--- src/hdl/rx_cfg_pkg.sv ---
package rx_cfg_pkg;

    // bus and counter widths
    localparam int BUS_ADDR_W  = 16;
    localparam int FIFO_SIZE_W = 16;
    localparam int CNT_W       = 8;

    localparam logic [7:0] RX_VERSION = 8'd3;

    // register map
    localparam logic [BUS_ADDR_W-1:0] REG_SOFT_RST     = 16'd0;  // write: soft reset, read: version
    localparam logic [BUS_ADDR_W-1:0] REG_RX_RST       = 16'd1;
    localparam logic [BUS_ADDR_W-1:0] REG_STATUS       = 16'd2;
    localparam logic [BUS_ADDR_W-1:0] REG_FIFO_SIZE_LO = 16'd3;
    localparam logic [BUS_ADDR_W-1:0] REG_FIFO_SIZE_HI = 16'd4;  // latched by the low byte read
    localparam logic [BUS_ADDR_W-1:0] REG_DEC_ERR_CNT  = 16'd5;
    localparam logic [BUS_ADDR_W-1:0] REG_LOST_CNT     = 16'd6;

    // control characters on the link
    localparam logic [7:0] K_IDLE = 8'h3C;  // K28.1
    localparam logic [7:0] K_SOF  = 8'hFC;  // K28.7
    localparam logic [7:0] K_EOF  = 8'hBC;  // K28.5

endpackage

--- src/hdl/rx_data_pkg.sv ---
package rx_data_pkg;

    // one decoded code group
    typedef struct packed {
        logic [7:0] data;      // zero when code_err is set
        logic       is_k;      // K28.1, K28.5 or K28.7
        logic       code_err;  // group not in the code tables
    } rx_symbol_t;

    // one FIFO word
    typedef struct packed {
        logic [7:0]  identifier;
        logic [23:0] payload;     // first received byte in [23:16]
    } rx_record_t;

endpackage

--- src/hdl/rx_symbol_aligner.sv ---
module rx_symbol_aligner #(
    parameter int SYNC_COMMAS = 4
) (
    input  logic       BUS_CLK,
    input  logic       RST_FLAG,
    input  logic       rx_rst,
    input  logic       rx_data,
    input  logic       cfg_invert,
    output logic [9:0] sym_code,
    output logic       sym_strobe,
    output logic       sync_ready
);

    localparam int CW = $clog2(SYNC_COMMAS + 1);

    logic          rst;
    logic          rx_bit;
    logic [9:0]    shift_reg;
    logic [9:0]    win_next;
    logic [3:0]    pos;        // position of the incoming bit in its group
    logic          comma_det;
    logic [CW-1:0] comma_cnt;
    logic [CW-1:0] cnt_base;

    assign rst      = RST_FLAG | rx_rst;
    assign rx_bit   = rx_data ^ cfg_invert;
    assign win_next = {shift_reg[8:0], rx_bit};  // bit a lands in [9]

    // comma sits in abcdeif of a group
    assign comma_det = (win_next[9:3] == 7'b0011111) || (win_next[9:3] == 7'b1100000);

    // comma on the present boundary extends the run, anywhere else starts a new one
    assign cnt_base = (pos == 4'd9) ? comma_cnt : '0;

    always_ff @(posedge BUS_CLK) begin
        shift_reg <= win_next;
        sym_code  <= win_next;  // qualified by sym_strobe
    end

    always_ff @(posedge BUS_CLK) begin
        if (rst) begin
            pos        <= 4'd0;
            comma_cnt  <= '0;
            sync_ready <= 1'b0;
            sym_strobe <= 1'b0;
        end else begin
            pos        <= (pos == 4'd9) ? 4'd0 : pos + 4'd1;
            sym_strobe <= sync_ready && (pos == 4'd9);
            if (!sync_ready) begin
                if (comma_det) begin
                    pos <= 4'd0;  // next bit opens a group
                    if (cnt_base == CW'(SYNC_COMMAS - 1))
                        sync_ready <= 1'b1;
                    else
                        comma_cnt <= cnt_base + 1'b1;
                end else if (pos == 4'd9) begin
                    comma_cnt <= '0;  // run broken
                end
            end
        end
    end

endmodule

--- src/hdl/rx_8b10b_decoder.sv ---
module rx_8b10b_decoder import rx_cfg_pkg::*, rx_data_pkg::*; (
    input  logic       BUS_CLK,
    input  logic       RST_FLAG,
    input  logic [9:0] sym_code,
    input  logic       sym_strobe,
    output rx_symbol_t dec_symbol,
    output logic       dec_strobe
);

    logic [5:0] abcdei;
    logic [3:0] fghj;
    logic [4:0] edcba;
    logic [2:0] hgf;
    logic       err_6b;
    logic       err_4b;
    logic       k28;
    logic [7:0] byte_val;
    logic       is_ctrl;
    logic       bad;

    assign abcdei = sym_code[9:4];
    assign k28    = (abcdei == 6'b001111) || (abcdei == 6'b110000);

    // after 110000 the K28 4b block comes complemented
    assign fghj = (abcdei == 6'b110000) ? ~sym_code[3:0] : sym_code[3:0];

    always_comb begin
        err_6b = 1'b0;
        case (abcdei)
            6'b100111, 6'b011000: edcba = 5'd0;
            6'b011101, 6'b100010: edcba = 5'd1;
            6'b101101, 6'b010010: edcba = 5'd2;
            6'b110001:            edcba = 5'd3;
            6'b110101, 6'b001010: edcba = 5'd4;
            6'b101001:            edcba = 5'd5;
            6'b011001:            edcba = 5'd6;
            6'b111000, 6'b000111: edcba = 5'd7;
            6'b111001, 6'b000110: edcba = 5'd8;
            6'b100101:            edcba = 5'd9;
            6'b010101:            edcba = 5'd10;
            6'b110100:            edcba = 5'd11;
            6'b001101:            edcba = 5'd12;
            6'b101100:            edcba = 5'd13;
            6'b011100:            edcba = 5'd14;
            6'b010111, 6'b101000: edcba = 5'd15;
            6'b011011, 6'b100100: edcba = 5'd16;
            6'b100011:            edcba = 5'd17;
            6'b010011:            edcba = 5'd18;
            6'b110010:            edcba = 5'd19;
            6'b001011:            edcba = 5'd20;
            6'b101010:            edcba = 5'd21;
            6'b011010:            edcba = 5'd22;
            6'b111010, 6'b000101: edcba = 5'd23;
            6'b110011, 6'b001100: edcba = 5'd24;
            6'b100110:            edcba = 5'd25;
            6'b010110:            edcba = 5'd26;
            6'b110110, 6'b001001: edcba = 5'd27;
            6'b001110:            edcba = 5'd28;
            6'b101110, 6'b010001: edcba = 5'd29;
            6'b011110, 6'b100001: edcba = 5'd30;
            6'b101011, 6'b010100: edcba = 5'd31;
            6'b001111, 6'b110000: edcba = 5'd28;  // K28
            default: begin
                edcba  = 5'd0;
                err_6b = 1'b1;
            end
        endcase
    end

    always_comb begin
        err_4b = 1'b0;
        case (fghj)
            4'b1011, 4'b0100:                   hgf = 3'd0;
            4'b1001:                            hgf = 3'd1;
            4'b0101:                            hgf = 3'd2;
            4'b1100, 4'b0011:                   hgf = 3'd3;
            4'b1101, 4'b0010:                   hgf = 3'd4;
            4'b1010:                            hgf = 3'd5;
            4'b0110:                            hgf = 3'd6;
            4'b1110, 4'b0001, 4'b0111, 4'b1000: hgf = 3'd7;  // primary and alternate
            default: begin
                hgf    = 3'd0;
                err_4b = 1'b1;
            end
        endcase
    end

    assign byte_val = {hgf, edcba};
    assign is_ctrl  = k28 && (byte_val inside {K_IDLE, K_SOF, K_EOF});
    assign bad      = err_6b || err_4b || (k28 && !is_ctrl);  // other K28.x unsupported

    always_ff @(posedge BUS_CLK) begin
        if (RST_FLAG)
            dec_strobe <= 1'b0;
        else
            dec_strobe <= sym_strobe;
    end

    always_ff @(posedge BUS_CLK) begin
        if (sym_strobe) begin
            dec_symbol.data     <= bad ? 8'd0 : byte_val;
            dec_symbol.is_k     <= is_ctrl && !bad;
            dec_symbol.code_err <= bad;
        end
    end

endmodule

--- src/hdl/rx_record_packer.sv ---
module rx_record_packer import rx_cfg_pkg::*, rx_data_pkg::*; #(
    parameter logic [7:0] DATA_IDENTIFIER = 8'd0
) (
    input  logic             BUS_CLK,
    input  logic             RST_FLAG,
    input  logic             rx_rst,
    input  logic             cfg_enable,
    input  rx_symbol_t       dec_symbol,
    input  logic             dec_strobe,
    input  logic             fifo_full,
    output logic             wr_en,
    output rx_record_t       wr_record,
    output logic [CNT_W-1:0] dec_err_cnt,
    output logic [CNT_W-1:0] lost_cnt
);

    logic        rst;
    logic        in_frame;
    logic [1:0]  byte_idx;
    logic [15:0] asm_reg;   // bytes 0 and 1 of the record in progress
    logic        collect;
    logic        rec_done;

    assign rst      = RST_FLAG | rx_rst;
    assign collect  = dec_strobe && cfg_enable && in_frame
                      && !dec_symbol.is_k && !dec_symbol.code_err;
    assign rec_done = collect && (byte_idx == 2'd2);

    always_ff @(posedge BUS_CLK) begin
        if (collect)
            asm_reg <= {asm_reg[7:0], dec_symbol.data};
        if (rec_done) begin
            wr_record.identifier <= DATA_IDENTIFIER;
            wr_record.payload    <= {asm_reg, dec_symbol.data};
        end
    end

    always_ff @(posedge BUS_CLK) begin
        if (rst) begin
            in_frame    <= 1'b0;
            byte_idx    <= 2'd0;
            wr_en       <= 1'b0;
            dec_err_cnt <= '0;
            lost_cnt    <= '0;
        end else begin
            wr_en <= rec_done && !fifo_full;
            if (rec_done && fifo_full && lost_cnt != '1)
                lost_cnt <= lost_cnt + 1'b1;

            if (!cfg_enable) begin
                in_frame <= 1'b0;
                byte_idx <= 2'd0;
            end else if (dec_strobe) begin
                if (dec_symbol.code_err) begin
                    in_frame <= 1'b0;  // partial record dropped
                    byte_idx <= 2'd0;
                    if (dec_err_cnt != '1)
                        dec_err_cnt <= dec_err_cnt + 1'b1;
                end else if (dec_symbol.is_k) begin
                    if (dec_symbol.data == K_SOF) begin
                        in_frame <= 1'b1;
                        byte_idx <= 2'd0;
                    end else if (dec_symbol.data == K_EOF) begin
                        in_frame <= 1'b0;
                        byte_idx <= 2'd0;
                    end
                end else if (in_frame) begin
                    byte_idx <= (byte_idx == 2'd2) ? 2'd0 : byte_idx + 2'd1;
                end
            end
        end
    end

endmodule

--- src/hdl/rx_record_fifo.sv ---
module rx_record_fifo import rx_cfg_pkg::*, rx_data_pkg::*; #(
    parameter int FIFO_DEPTH = 16
) (
    input  logic                   BUS_CLK,
    input  logic                   RST_FLAG,
    input  logic                   rx_rst,
    input  logic                   wr_en,
    input  rx_record_t             wr_record,
    input  logic                   fifo_read,
    output rx_record_t             fifo_data,
    output logic                   fifo_empty,
    output logic                   fifo_full,
    output logic [FIFO_SIZE_W-1:0] fifo_size
);

    localparam int AW = $clog2(FIFO_DEPTH);

    rx_record_t    mem [FIFO_DEPTH];
    logic [AW-1:0] wr_ptr;
    logic [AW-1:0] rd_ptr;
    logic [AW:0]   count;
    logic          do_wr;
    logic          do_rd;

    assign fifo_empty = (count == '0);
    assign fifo_full  = (count == (AW+1)'(FIFO_DEPTH));
    assign fifo_size  = FIFO_SIZE_W'(count);
    assign fifo_data  = mem[rd_ptr];  // head word shown without a read

    assign do_rd = fifo_read && !fifo_empty;
    assign do_wr = wr_en && (!fifo_full || do_rd);

    always_ff @(posedge BUS_CLK) begin
        if (do_wr)
            mem[wr_ptr] <= wr_record;
    end

    always_ff @(posedge BUS_CLK) begin
        if (RST_FLAG || rx_rst) begin
            wr_ptr <= '0;
            rd_ptr <= '0;
            count  <= '0;
        end else begin
            if (do_wr)
                wr_ptr <= wr_ptr + 1'b1;  // depth is a power of two, wraps by itself
            if (do_rd)
                rd_ptr <= rd_ptr + 1'b1;
            count <= count + (AW+1)'(do_wr) - (AW+1)'(do_rd);
        end
    end

endmodule

--- src/hdl/rx_bus_regs.sv ---
module rx_bus_regs import rx_cfg_pkg::*; (
    input  logic                   BUS_CLK,
    input  logic                   RST_FLAG,
    input  logic [BUS_ADDR_W-1:0]  bus_add,
    input  logic [7:0]             bus_data_in,
    input  logic                   bus_wr,
    input  logic                   bus_rd,
    output logic [7:0]             bus_data_out,
    input  logic                   sync_ready,
    input  logic [FIFO_SIZE_W-1:0] fifo_size,
    input  logic [CNT_W-1:0]       dec_err_cnt,
    input  logic [CNT_W-1:0]       lost_cnt,
    output logic                   cfg_invert,
    output logic                   cfg_enable,
    output logic                   rx_rst
);

    logic       soft_rst;
    logic [7:1] status_reg;  // bit 0 reads the sync level instead
    logic [7:0] size_hi;

    assign cfg_invert = status_reg[1];
    assign cfg_enable = status_reg[2];

    // one-cycle reset pulses from register writes
    always_ff @(posedge BUS_CLK) begin
        if (RST_FLAG) begin
            soft_rst <= 1'b0;
            rx_rst   <= 1'b0;
        end else begin
            soft_rst <= bus_wr && (bus_add == REG_SOFT_RST);
            rx_rst   <= bus_wr && (bus_add == REG_SOFT_RST || bus_add == REG_RX_RST);
        end
    end

    always_ff @(posedge BUS_CLK) begin
        if (RST_FLAG || soft_rst)
            status_reg <= '0;  // receiver disabled
        else if (bus_wr && bus_add == REG_STATUS)
            status_reg <= bus_data_in[7:1];
    end

    always_ff @(posedge BUS_CLK) begin
        if (bus_rd && bus_add == REG_FIFO_SIZE_LO)
            size_hi <= fifo_size[15:8];  // keeps both bytes from one sample
    end

    always_ff @(posedge BUS_CLK) begin
        if (bus_rd) begin
            case (bus_add)
                REG_SOFT_RST:     bus_data_out <= RX_VERSION;
                REG_STATUS:       bus_data_out <= {status_reg, sync_ready};
                REG_FIFO_SIZE_LO: bus_data_out <= fifo_size[7:0];
                REG_FIFO_SIZE_HI: bus_data_out <= size_hi;
                REG_DEC_ERR_CNT:  bus_data_out <= dec_err_cnt;
                REG_LOST_CNT:     bus_data_out <= lost_cnt;
                default:          bus_data_out <= 8'd0;
            endcase
        end
    end

endmodule

--- src/hdl/fei4_rx_top.sv ---
module fei4_rx_top import rx_cfg_pkg::*, rx_data_pkg::*; #(
    parameter logic [7:0] DATA_IDENTIFIER = 8'd0,
    parameter int         FIFO_DEPTH      = 16,
    parameter int         SYNC_COMMAS     = 4
) (
    input  logic                  BUS_CLK,
    input  logic                  RST_FLAG,
    input  logic                  rx_data,
    input  logic [BUS_ADDR_W-1:0] bus_add,
    input  logic [7:0]            bus_data_in,
    input  logic                  bus_wr,
    input  logic                  bus_rd,
    output logic [7:0]            bus_data_out,
    input  logic                  fifo_read,
    output logic                  fifo_empty,
    output rx_record_t            fifo_data,
    output logic                  rx_ready
);

    logic                   cfg_invert;
    logic                   cfg_enable;
    logic                   rx_rst;
    logic [9:0]             sym_code;
    logic                   sym_strobe;
    rx_symbol_t             dec_symbol;
    logic                   dec_strobe;
    logic                   wr_en;
    rx_record_t             wr_record;
    logic                   fifo_full;
    logic [FIFO_SIZE_W-1:0] fifo_size;
    logic [CNT_W-1:0]       dec_err_cnt;
    logic [CNT_W-1:0]       lost_cnt;

    rx_bus_regs rx_bus_regs_inst (
        .BUS_CLK      (BUS_CLK),
        .RST_FLAG     (RST_FLAG),
        .bus_add      (bus_add),
        .bus_data_in  (bus_data_in),
        .bus_wr       (bus_wr),
        .bus_rd       (bus_rd),
        .bus_data_out (bus_data_out),
        .sync_ready   (rx_ready),
        .fifo_size    (fifo_size),
        .dec_err_cnt  (dec_err_cnt),
        .lost_cnt     (lost_cnt),
        .cfg_invert   (cfg_invert),
        .cfg_enable   (cfg_enable),
        .rx_rst       (rx_rst)
    );

    rx_symbol_aligner #(
        .SYNC_COMMAS (SYNC_COMMAS)
    ) rx_symbol_aligner_inst (
        .BUS_CLK    (BUS_CLK),
        .RST_FLAG   (RST_FLAG),
        .rx_rst     (rx_rst),
        .rx_data    (rx_data),
        .cfg_invert (cfg_invert),
        .sym_code   (sym_code),
        .sym_strobe (sym_strobe),
        .sync_ready (rx_ready)
    );

    rx_8b10b_decoder rx_8b10b_decoder_inst (
        .BUS_CLK    (BUS_CLK),
        .RST_FLAG   (RST_FLAG),
        .sym_code   (sym_code),
        .sym_strobe (sym_strobe),
        .dec_symbol (dec_symbol),
        .dec_strobe (dec_strobe)
    );

    rx_record_packer #(
        .DATA_IDENTIFIER (DATA_IDENTIFIER)
    ) rx_record_packer_inst (
        .BUS_CLK     (BUS_CLK),
        .RST_FLAG    (RST_FLAG),
        .rx_rst      (rx_rst),
        .cfg_enable  (cfg_enable),
        .dec_symbol  (dec_symbol),
        .dec_strobe  (dec_strobe),
        .fifo_full   (fifo_full),
        .wr_en       (wr_en),
        .wr_record   (wr_record),
        .dec_err_cnt (dec_err_cnt),
        .lost_cnt    (lost_cnt)
    );

    rx_record_fifo #(
        .FIFO_DEPTH (FIFO_DEPTH)
    ) rx_record_fifo_inst (
        .BUS_CLK    (BUS_CLK),
        .RST_FLAG   (RST_FLAG),
        .rx_rst     (rx_rst),
        .wr_en      (wr_en),
        .wr_record  (wr_record),
        .fifo_read  (fifo_read),
        .fifo_data  (fifo_data),
        .fifo_empty (fifo_empty),
        .fifo_full  (fifo_full),
        .fifo_size  (fifo_size)
    );

endmodule

--- config.mk ---
export PLATFORM = sky130hd
export DESIGN_NAME = fei4_rx_top
export DESIGN_NICKNAME = d
export VERILOG_FILES = /design/src/hdl/rx_cfg_pkg.sv /design/src/hdl/rx_data_pkg.sv /design/src/hdl/rx_symbol_aligner.sv /design/src/hdl/rx_8b10b_decoder.sv /design/src/hdl/rx_record_packer.sv /design/src/hdl/rx_record_fifo.sv /design/src/hdl/rx_bus_regs.sv /design/src/hdl/fei4_rx_top.sv
export SDC_FILE = /design/constraint.sdc
export NUM_CORES = 1
export LEC_CHECK = 0
export BUFFER_PORTS_ARGS = -buffer_cell sky130_fd_sc_hd__buf_2
export CORE_UTILIZATION = 47
export DETAILED_ROUTE_END_ITERATION = 7
export PLACE_DENSITY = 0.71
export SYNTH_ARGS = -nofsm -noshare
export SYNTH_HDL_FRONTEND = slang
export SYNTH_SLANG_ARGS = --single-unit
--- constraint.sdc ---
create_clock -name BUS_CLK -period 3.8 [get_ports BUS_CLK]
set_input_delay 0.57 -clock BUS_CLK [delete_from_list [all_inputs] [get_ports BUS_CLK]]
set_output_delay 0.57 -clock BUS_CLK [all_outputs]
set_load 0.01 [all_outputs]
; Word-level counts from Yosys, hierarchy flattened
; Memories as Yosys holds them, arrays and structs flattened. A register that Yosys moved wholly into a read port is not among the register bits.
; Cells that the tools add are included.
[totals]
n_memories = 1
out_inout_bits = 42
ramBits = 384
inputBits = 30
elab_cells = 212
regBits = 120
[classes]
n_addsub = 9
n_bitwise = 5
n_mux = 30
reduce_logical = 62
n_eq_ne = 82
[memory_table]
columns = name, depth, width, read_ports, rd_clocked_by_memory_dff, write_ports, line_no
row1 = rx_record_fifo_inst.mem, 16, 24, 1, 1, 1, rx_record_fifo.sv:18  ; rx_record_t mem [FIFO_DEPTH];
[op_table]
columns = operator, n
row1 = 5-bit case mux with 31 select lines, 1
row2 = 6-bit equality test (second input constant), 24
row3 = 6-bit by 5-bit equality test with 1-bit output (second input constant), 14
row4 = 48-bit OR reduction, 1
row5 = 6-bit by 4-bit equality test with 1-bit output (second input constant), 7
row6 = 8-bit case mux with 5 select lines, 1
row7 = 16-bit by 2-bit equality test with 1-bit output (second input constant), 2
row8 = 16-bit by 3-bit equality test with 1-bit output (second input constant), 2
row9 = 4-bit equality test (second input constant), 8
row10 = 8-bit equality test (second input constant), 4
row11 = 2-bit OR reduction, 16
row12 = 4-bit two-way mux, 6
row13 = 3-bit case mux with 7 select lines, 1
row14 = 6-bit by 3-bit equality test with 1-bit output (second input constant), 3
row15 = 1-bit logical AND, 17
row16 = 8-bit by 1-bit adder with 8-bit output (second input constant), 2
row17 = 16-bit by 1-bit equality test with 1-bit output (second input constant), 1
row18 = 4-bit by 3-bit equality test with 1-bit output (second input constant), 4
row19 = 16-bit zero test, 1
row20 = 8-bit inequality test (second input constant), 2
row21 = 14-bit OR reduction, 1
row22 = 4-bit by 1-bit adder with 4-bit output (second input constant), 3
row23 = 2-bit two-way mux, 6
row24 = 3-bit two-way mux, 4
row25 = other kinds (28), 57

; Longest topological paths before layout
[depth]
depth_word = 13
mapped_depth = 15
ltp_nobuf = 14

; Hierarchy
; From an unflattened synthesis, not the netlist that was laid out.
[unflattened]
cells_unflattened = 1415
hier_area_um2 = 25694.6
[modules_own_cells]
columns = mod, n_inst, cells_each, area_each_um2, seq_area_each_um2
row1 = rx_record_fifo, 1, 909, 20130.6, 15715.1
row2 = rx_record_packer, 1, 168, 2298.5, 1601.5
row3 = rx_bus_regs, 1, 105, 1298.7, 660.6
row4 = rx_8b10b_decoder, 1, 163, 1251.2, 320.3
row5 = rx_symbol_aligner, 1, 70, 715.7, 380.4

; Least setup slack after synthesis
; Ideal clock, no wire load.
[synth_path]
path_kind = register -> register
start = register rx_record_fifo_inst.count[2]
end = memory rx_record_fifo_inst.mem[3][0] (netlist bit) (enable)
slack_ns = 0.438
period_less_slack_ns = 3.362
t_arrival_ns = 2.927
setup_time_ns = 0.435
required_time_ns = 3.365
path_buffers = 1
path_stages_with_launch = 8
cell_sequence = dfxtp_1 > inv_1 > ha_1 > nand4bb_1 > o21a_1 > clkbuf_1 > nand2_1 > nor3_1
[synth_via]
elab_chain_cells = 7
elab_cells_between_ends = 9
classes_between = 1 x eq/ne / 2 x mux / 6 x reduce/logical
[synth_lines]
columns = element, line_no
row1 = start: declaration, rx_record_fifo.sv:21  ; logic [AW:0] count;
row2 = start signal: assignment, rx_record_fifo.sv:48  ; count <= count + (AW+1)'(do_wr) - (AW+1)'(do_rd);
row3 = 5-bit zero test, rx_record_fifo.sv:25  ; assign fifo_empty = (count == '0);
row4 = 1-bit zero test, rx_record_fifo.sv:30  ; assign do_rd = fifo_read && !fifo_empty;
row5 = 1-bit logical AND, rx_record_fifo.sv:30
row6 = 1-bit logical OR (*), rx_record_fifo.sv:31  ; assign do_wr = wr_en && (!fifo_full || do_rd);
row7 = 1-bit logical AND (*), rx_record_fifo.sv:31
row8 = named net rx_record_fifo_inst.do_wr, rx_record_fifo.sv:22  ; logic do_wr;
row9 = 1-bit two-way mux (*), rx_record_fifo.sv:34  ; if (do_wr)
row10 = 1-bit two-way mux (not written as such) (*), rx_record_fifo.sv:35  ; mem[wr_ptr] <= wr_record;
row11 = end: declaration, rx_record_fifo.sv:18
; Mark *: on every way through the listed nets, which the timed path passes. The rest lies on a longest branch.

==> results_dict.tcl <==
set metrics [dict create \
    powerDensity_nw_per_um2 557 \
    max_stage_delay_ps 660 \
    ant_nets 0 \
    rsz0062_at_grt "false" \
    clk_path_buf_depth 3 \
    drt_iter0_drc 995 \
    path_buf_inv 2 \
    die_width_um 209 \
    synth_edf_count 442 \
    core_area_sq_um 42000 \
    crit_path_frequent_cell "mux4_2" \
    post_cts_buffers 0 \
    grt_max_degree 97 \
    placed_cell_area_sq_um 21200 \
    antenna_found_initial 0 \
    start_util_pct 47.8 \
    drc 0 \
    ys_async_sr_fraction_pct 0 \
    dieArea_sq_um 43600 \
    fin_crit_sh_pct 90.5 \
    drive_gt1_share_pct 25.3 \
    nets 1231 \
    final_hold_viol_count 0 \
    synth_most_common_cell "edfxtp_1" \
    finClkSkew_ps 13.4 \
    io_buffers 62 \
    syn_area_per_cell_sq_um 18.2 \
    cts.clk_slew.worst_paths_ps 60 \
    grt_pass1_wl_um 61600 \
    grt_pass1_vias 10400 \
    globalplace.congestion 0.787 \
    dpl.hpwl_um 22900 \
    fin_area_sq_um 22700 \
    synth.top_cells.by_count "edfxtp_1 (442), mux4_2 (120), nor2_1 (75), dfxtp_1 (66), nand2_1 (46)" \
    slew_headroom_pct 15.8 \
    hold_buffers 0 \
    endpoint_kind "output port" \
    finalSetupViolCount 0 \
    io_pins 72 \
    synthCells 1106 \
    routedWlPerCell_um 23.1 \
    root_buffer "clkbuf_16" \
    ir_drop_mv 0.333 \
    clock_sinks 508 \
    die_y_um 209 \
    drv_slew 0 \
    largest_reg_flops 384 \
    vias 10300 \
    cp_slowest_cell "dfxtp_4" \
    area_growth_pct 12.9 \
    synth_cell_types 70 \
    cp-start-kind "flop" \
    max_cap_violations 0 \
    path_cells "buf_4 -> mux4_2 -> mux4_2 -> buf_2" \
    synthTopCellsByArea "edfxtp_1 (66%), mux4_2 (13%), dfxtp_1 (6.6%)" \
    cts_buffers 50 \
    yosysTopAreaCell "edfxtp_1" \
    h-tree-depth 2 \
    std_cell_rows 75 \
    tns_ps 0 \
    grt_usage_pct 19.0 \
    viasPerCell 5.84 \
    ys_seq_area_share_pct 72.6 \
    firstDrtPassIters 5 \
    diodes 0 \
    routed_wl_um 40700 \
    worstHoldPathType "in2reg" \
    power.leakage_nw 7.20 \
    cp_top_family "multiplexers" \
    worst_slack_ps 363 \
    tritoncts "done" \
    ys.flop_type "edfxtp_1" \
    p_total_w 0.0126 \
    synth_warnings 0 \
    cp.arrival_ps 2870 \
    post-place-ws_ps 895 \
    clk_latency_ps 600 \
    ys_ff_latch 508 \
    cts_resized 0 \
    yosysTopAreaCellShare_pct 66.0 \
    path_class "reg2out" \
    netlist_area_sq_um 20100 \
    worstMarginPinSlew_ps 1260 \
    nFillCells 3276 \
    cp_max_fo 22 \
    max_freq_mhz 291 \
    grt.overflow.total 0 \
    status "finished clean" \
    period_minus_slack_ps 3440 \
    cp.required_ps 3230 \
]
[cell type report]
type	count	area [sq um]	share of cell area [%]
tap	539	674	2.97
timing repair buffer	89	626	2.76
sequential	508	14600	64.3
clock inverter	30	221	0.976
inverter	22	82.6	0.364
multi-input combinational	514	5200	22.9
clock buffer	59	1280	5.66
[worst reg2reg max path, stage by stage, from the launching register on]
cell     delay [ps]
dfxtp_1         380
inv_1            80
ha_1            200
nor4b_1         160
nor2b_1         380
ha_1            320
inv_1            60
ha_1            150
inv_1            60
fa_1            430
inv_1            70
a21oi_1          60
nor2_1          120
or3_1           130
a21oi_1          60
[cells in the final DEF, fill, tap and decap left out, types with 21 or more instances in the layout]
cell type,instances
dfxtp_1,63
inv_1,22
edfxtp_1,442
nand2_1,46
nand3_1,21
a21oi_1,32
mux4_2,120
buf_2,62
nor2_1,63
clkbuf_16,50
[metal layers]
metal | vias to the layer above | GRT usage (%) | wire (um)
met5 | - | 0 | 0
met4 | 0 | 5.45 | 767
met3 | 59 | 2.72 | 1980
met2 | 311 | 32.6 | 20800
met1 | 5344 | 25.3 | 17200
li1 | 4567 | - | -
[logic make-up (layout without fill, tap and decap cells)]
| logic type | Yosys count | count (layout) | synth area share [%] |
|---|---|---|---|
| flip-flops | 508 | 508 | 72.6 |
| buffers and inverters | 91 | 200 | 1.99 |
| other | 1 | 8 | 0.0187 |
| XOR/XNOR | 25 | 25 | 1.09 |
| multiplexers | 124 | 124 | 13.6 |
| AO/OA/AOI/OAI | 109 | 109 | 3.80 |
| adder cells (fa/ha/maj) | 18 | 18 | 1.13 |
| AND/OR/NAND/NOR | 230 | 230 | 5.73 |
[report_power, final]
part           switching (W)  internal [W]  leakage (nW)
Clock                0.00204       0.00250         0.733
Combinational       0.000844       0.00108          1.94
Sequential          0.000137       0.00604          4.52
[through the flow]
step                util [%]  instances  hold slack, ps
global route            54.0       1761             145
CTS                     54.0       1761             142
floorplan                  -       1113             329
detailed placement      50.4       1672             405
global placement        50.4       1672             403
finish                  54.0       1761             163
[final timing paths]
path / cells past startpoint / slack (ps) / end / start
hold reg to reg: 0 / 410 / rx_record_packer_inst.wr_record[23] / rx_record_packer_inst.asm_reg[15]
setup reg to reg: 14 / 1010 / rx_record_fifo_inst.count[4] / rx_record_fifo_inst.count[3]
setup / recovery: 4 / 360 / fifo_data[11] / flop
hold / removal: 2 / 160 / rx_symbol_aligner_inst.sym_code[0] / rx_data
Power figures use the tool's default switching activity.
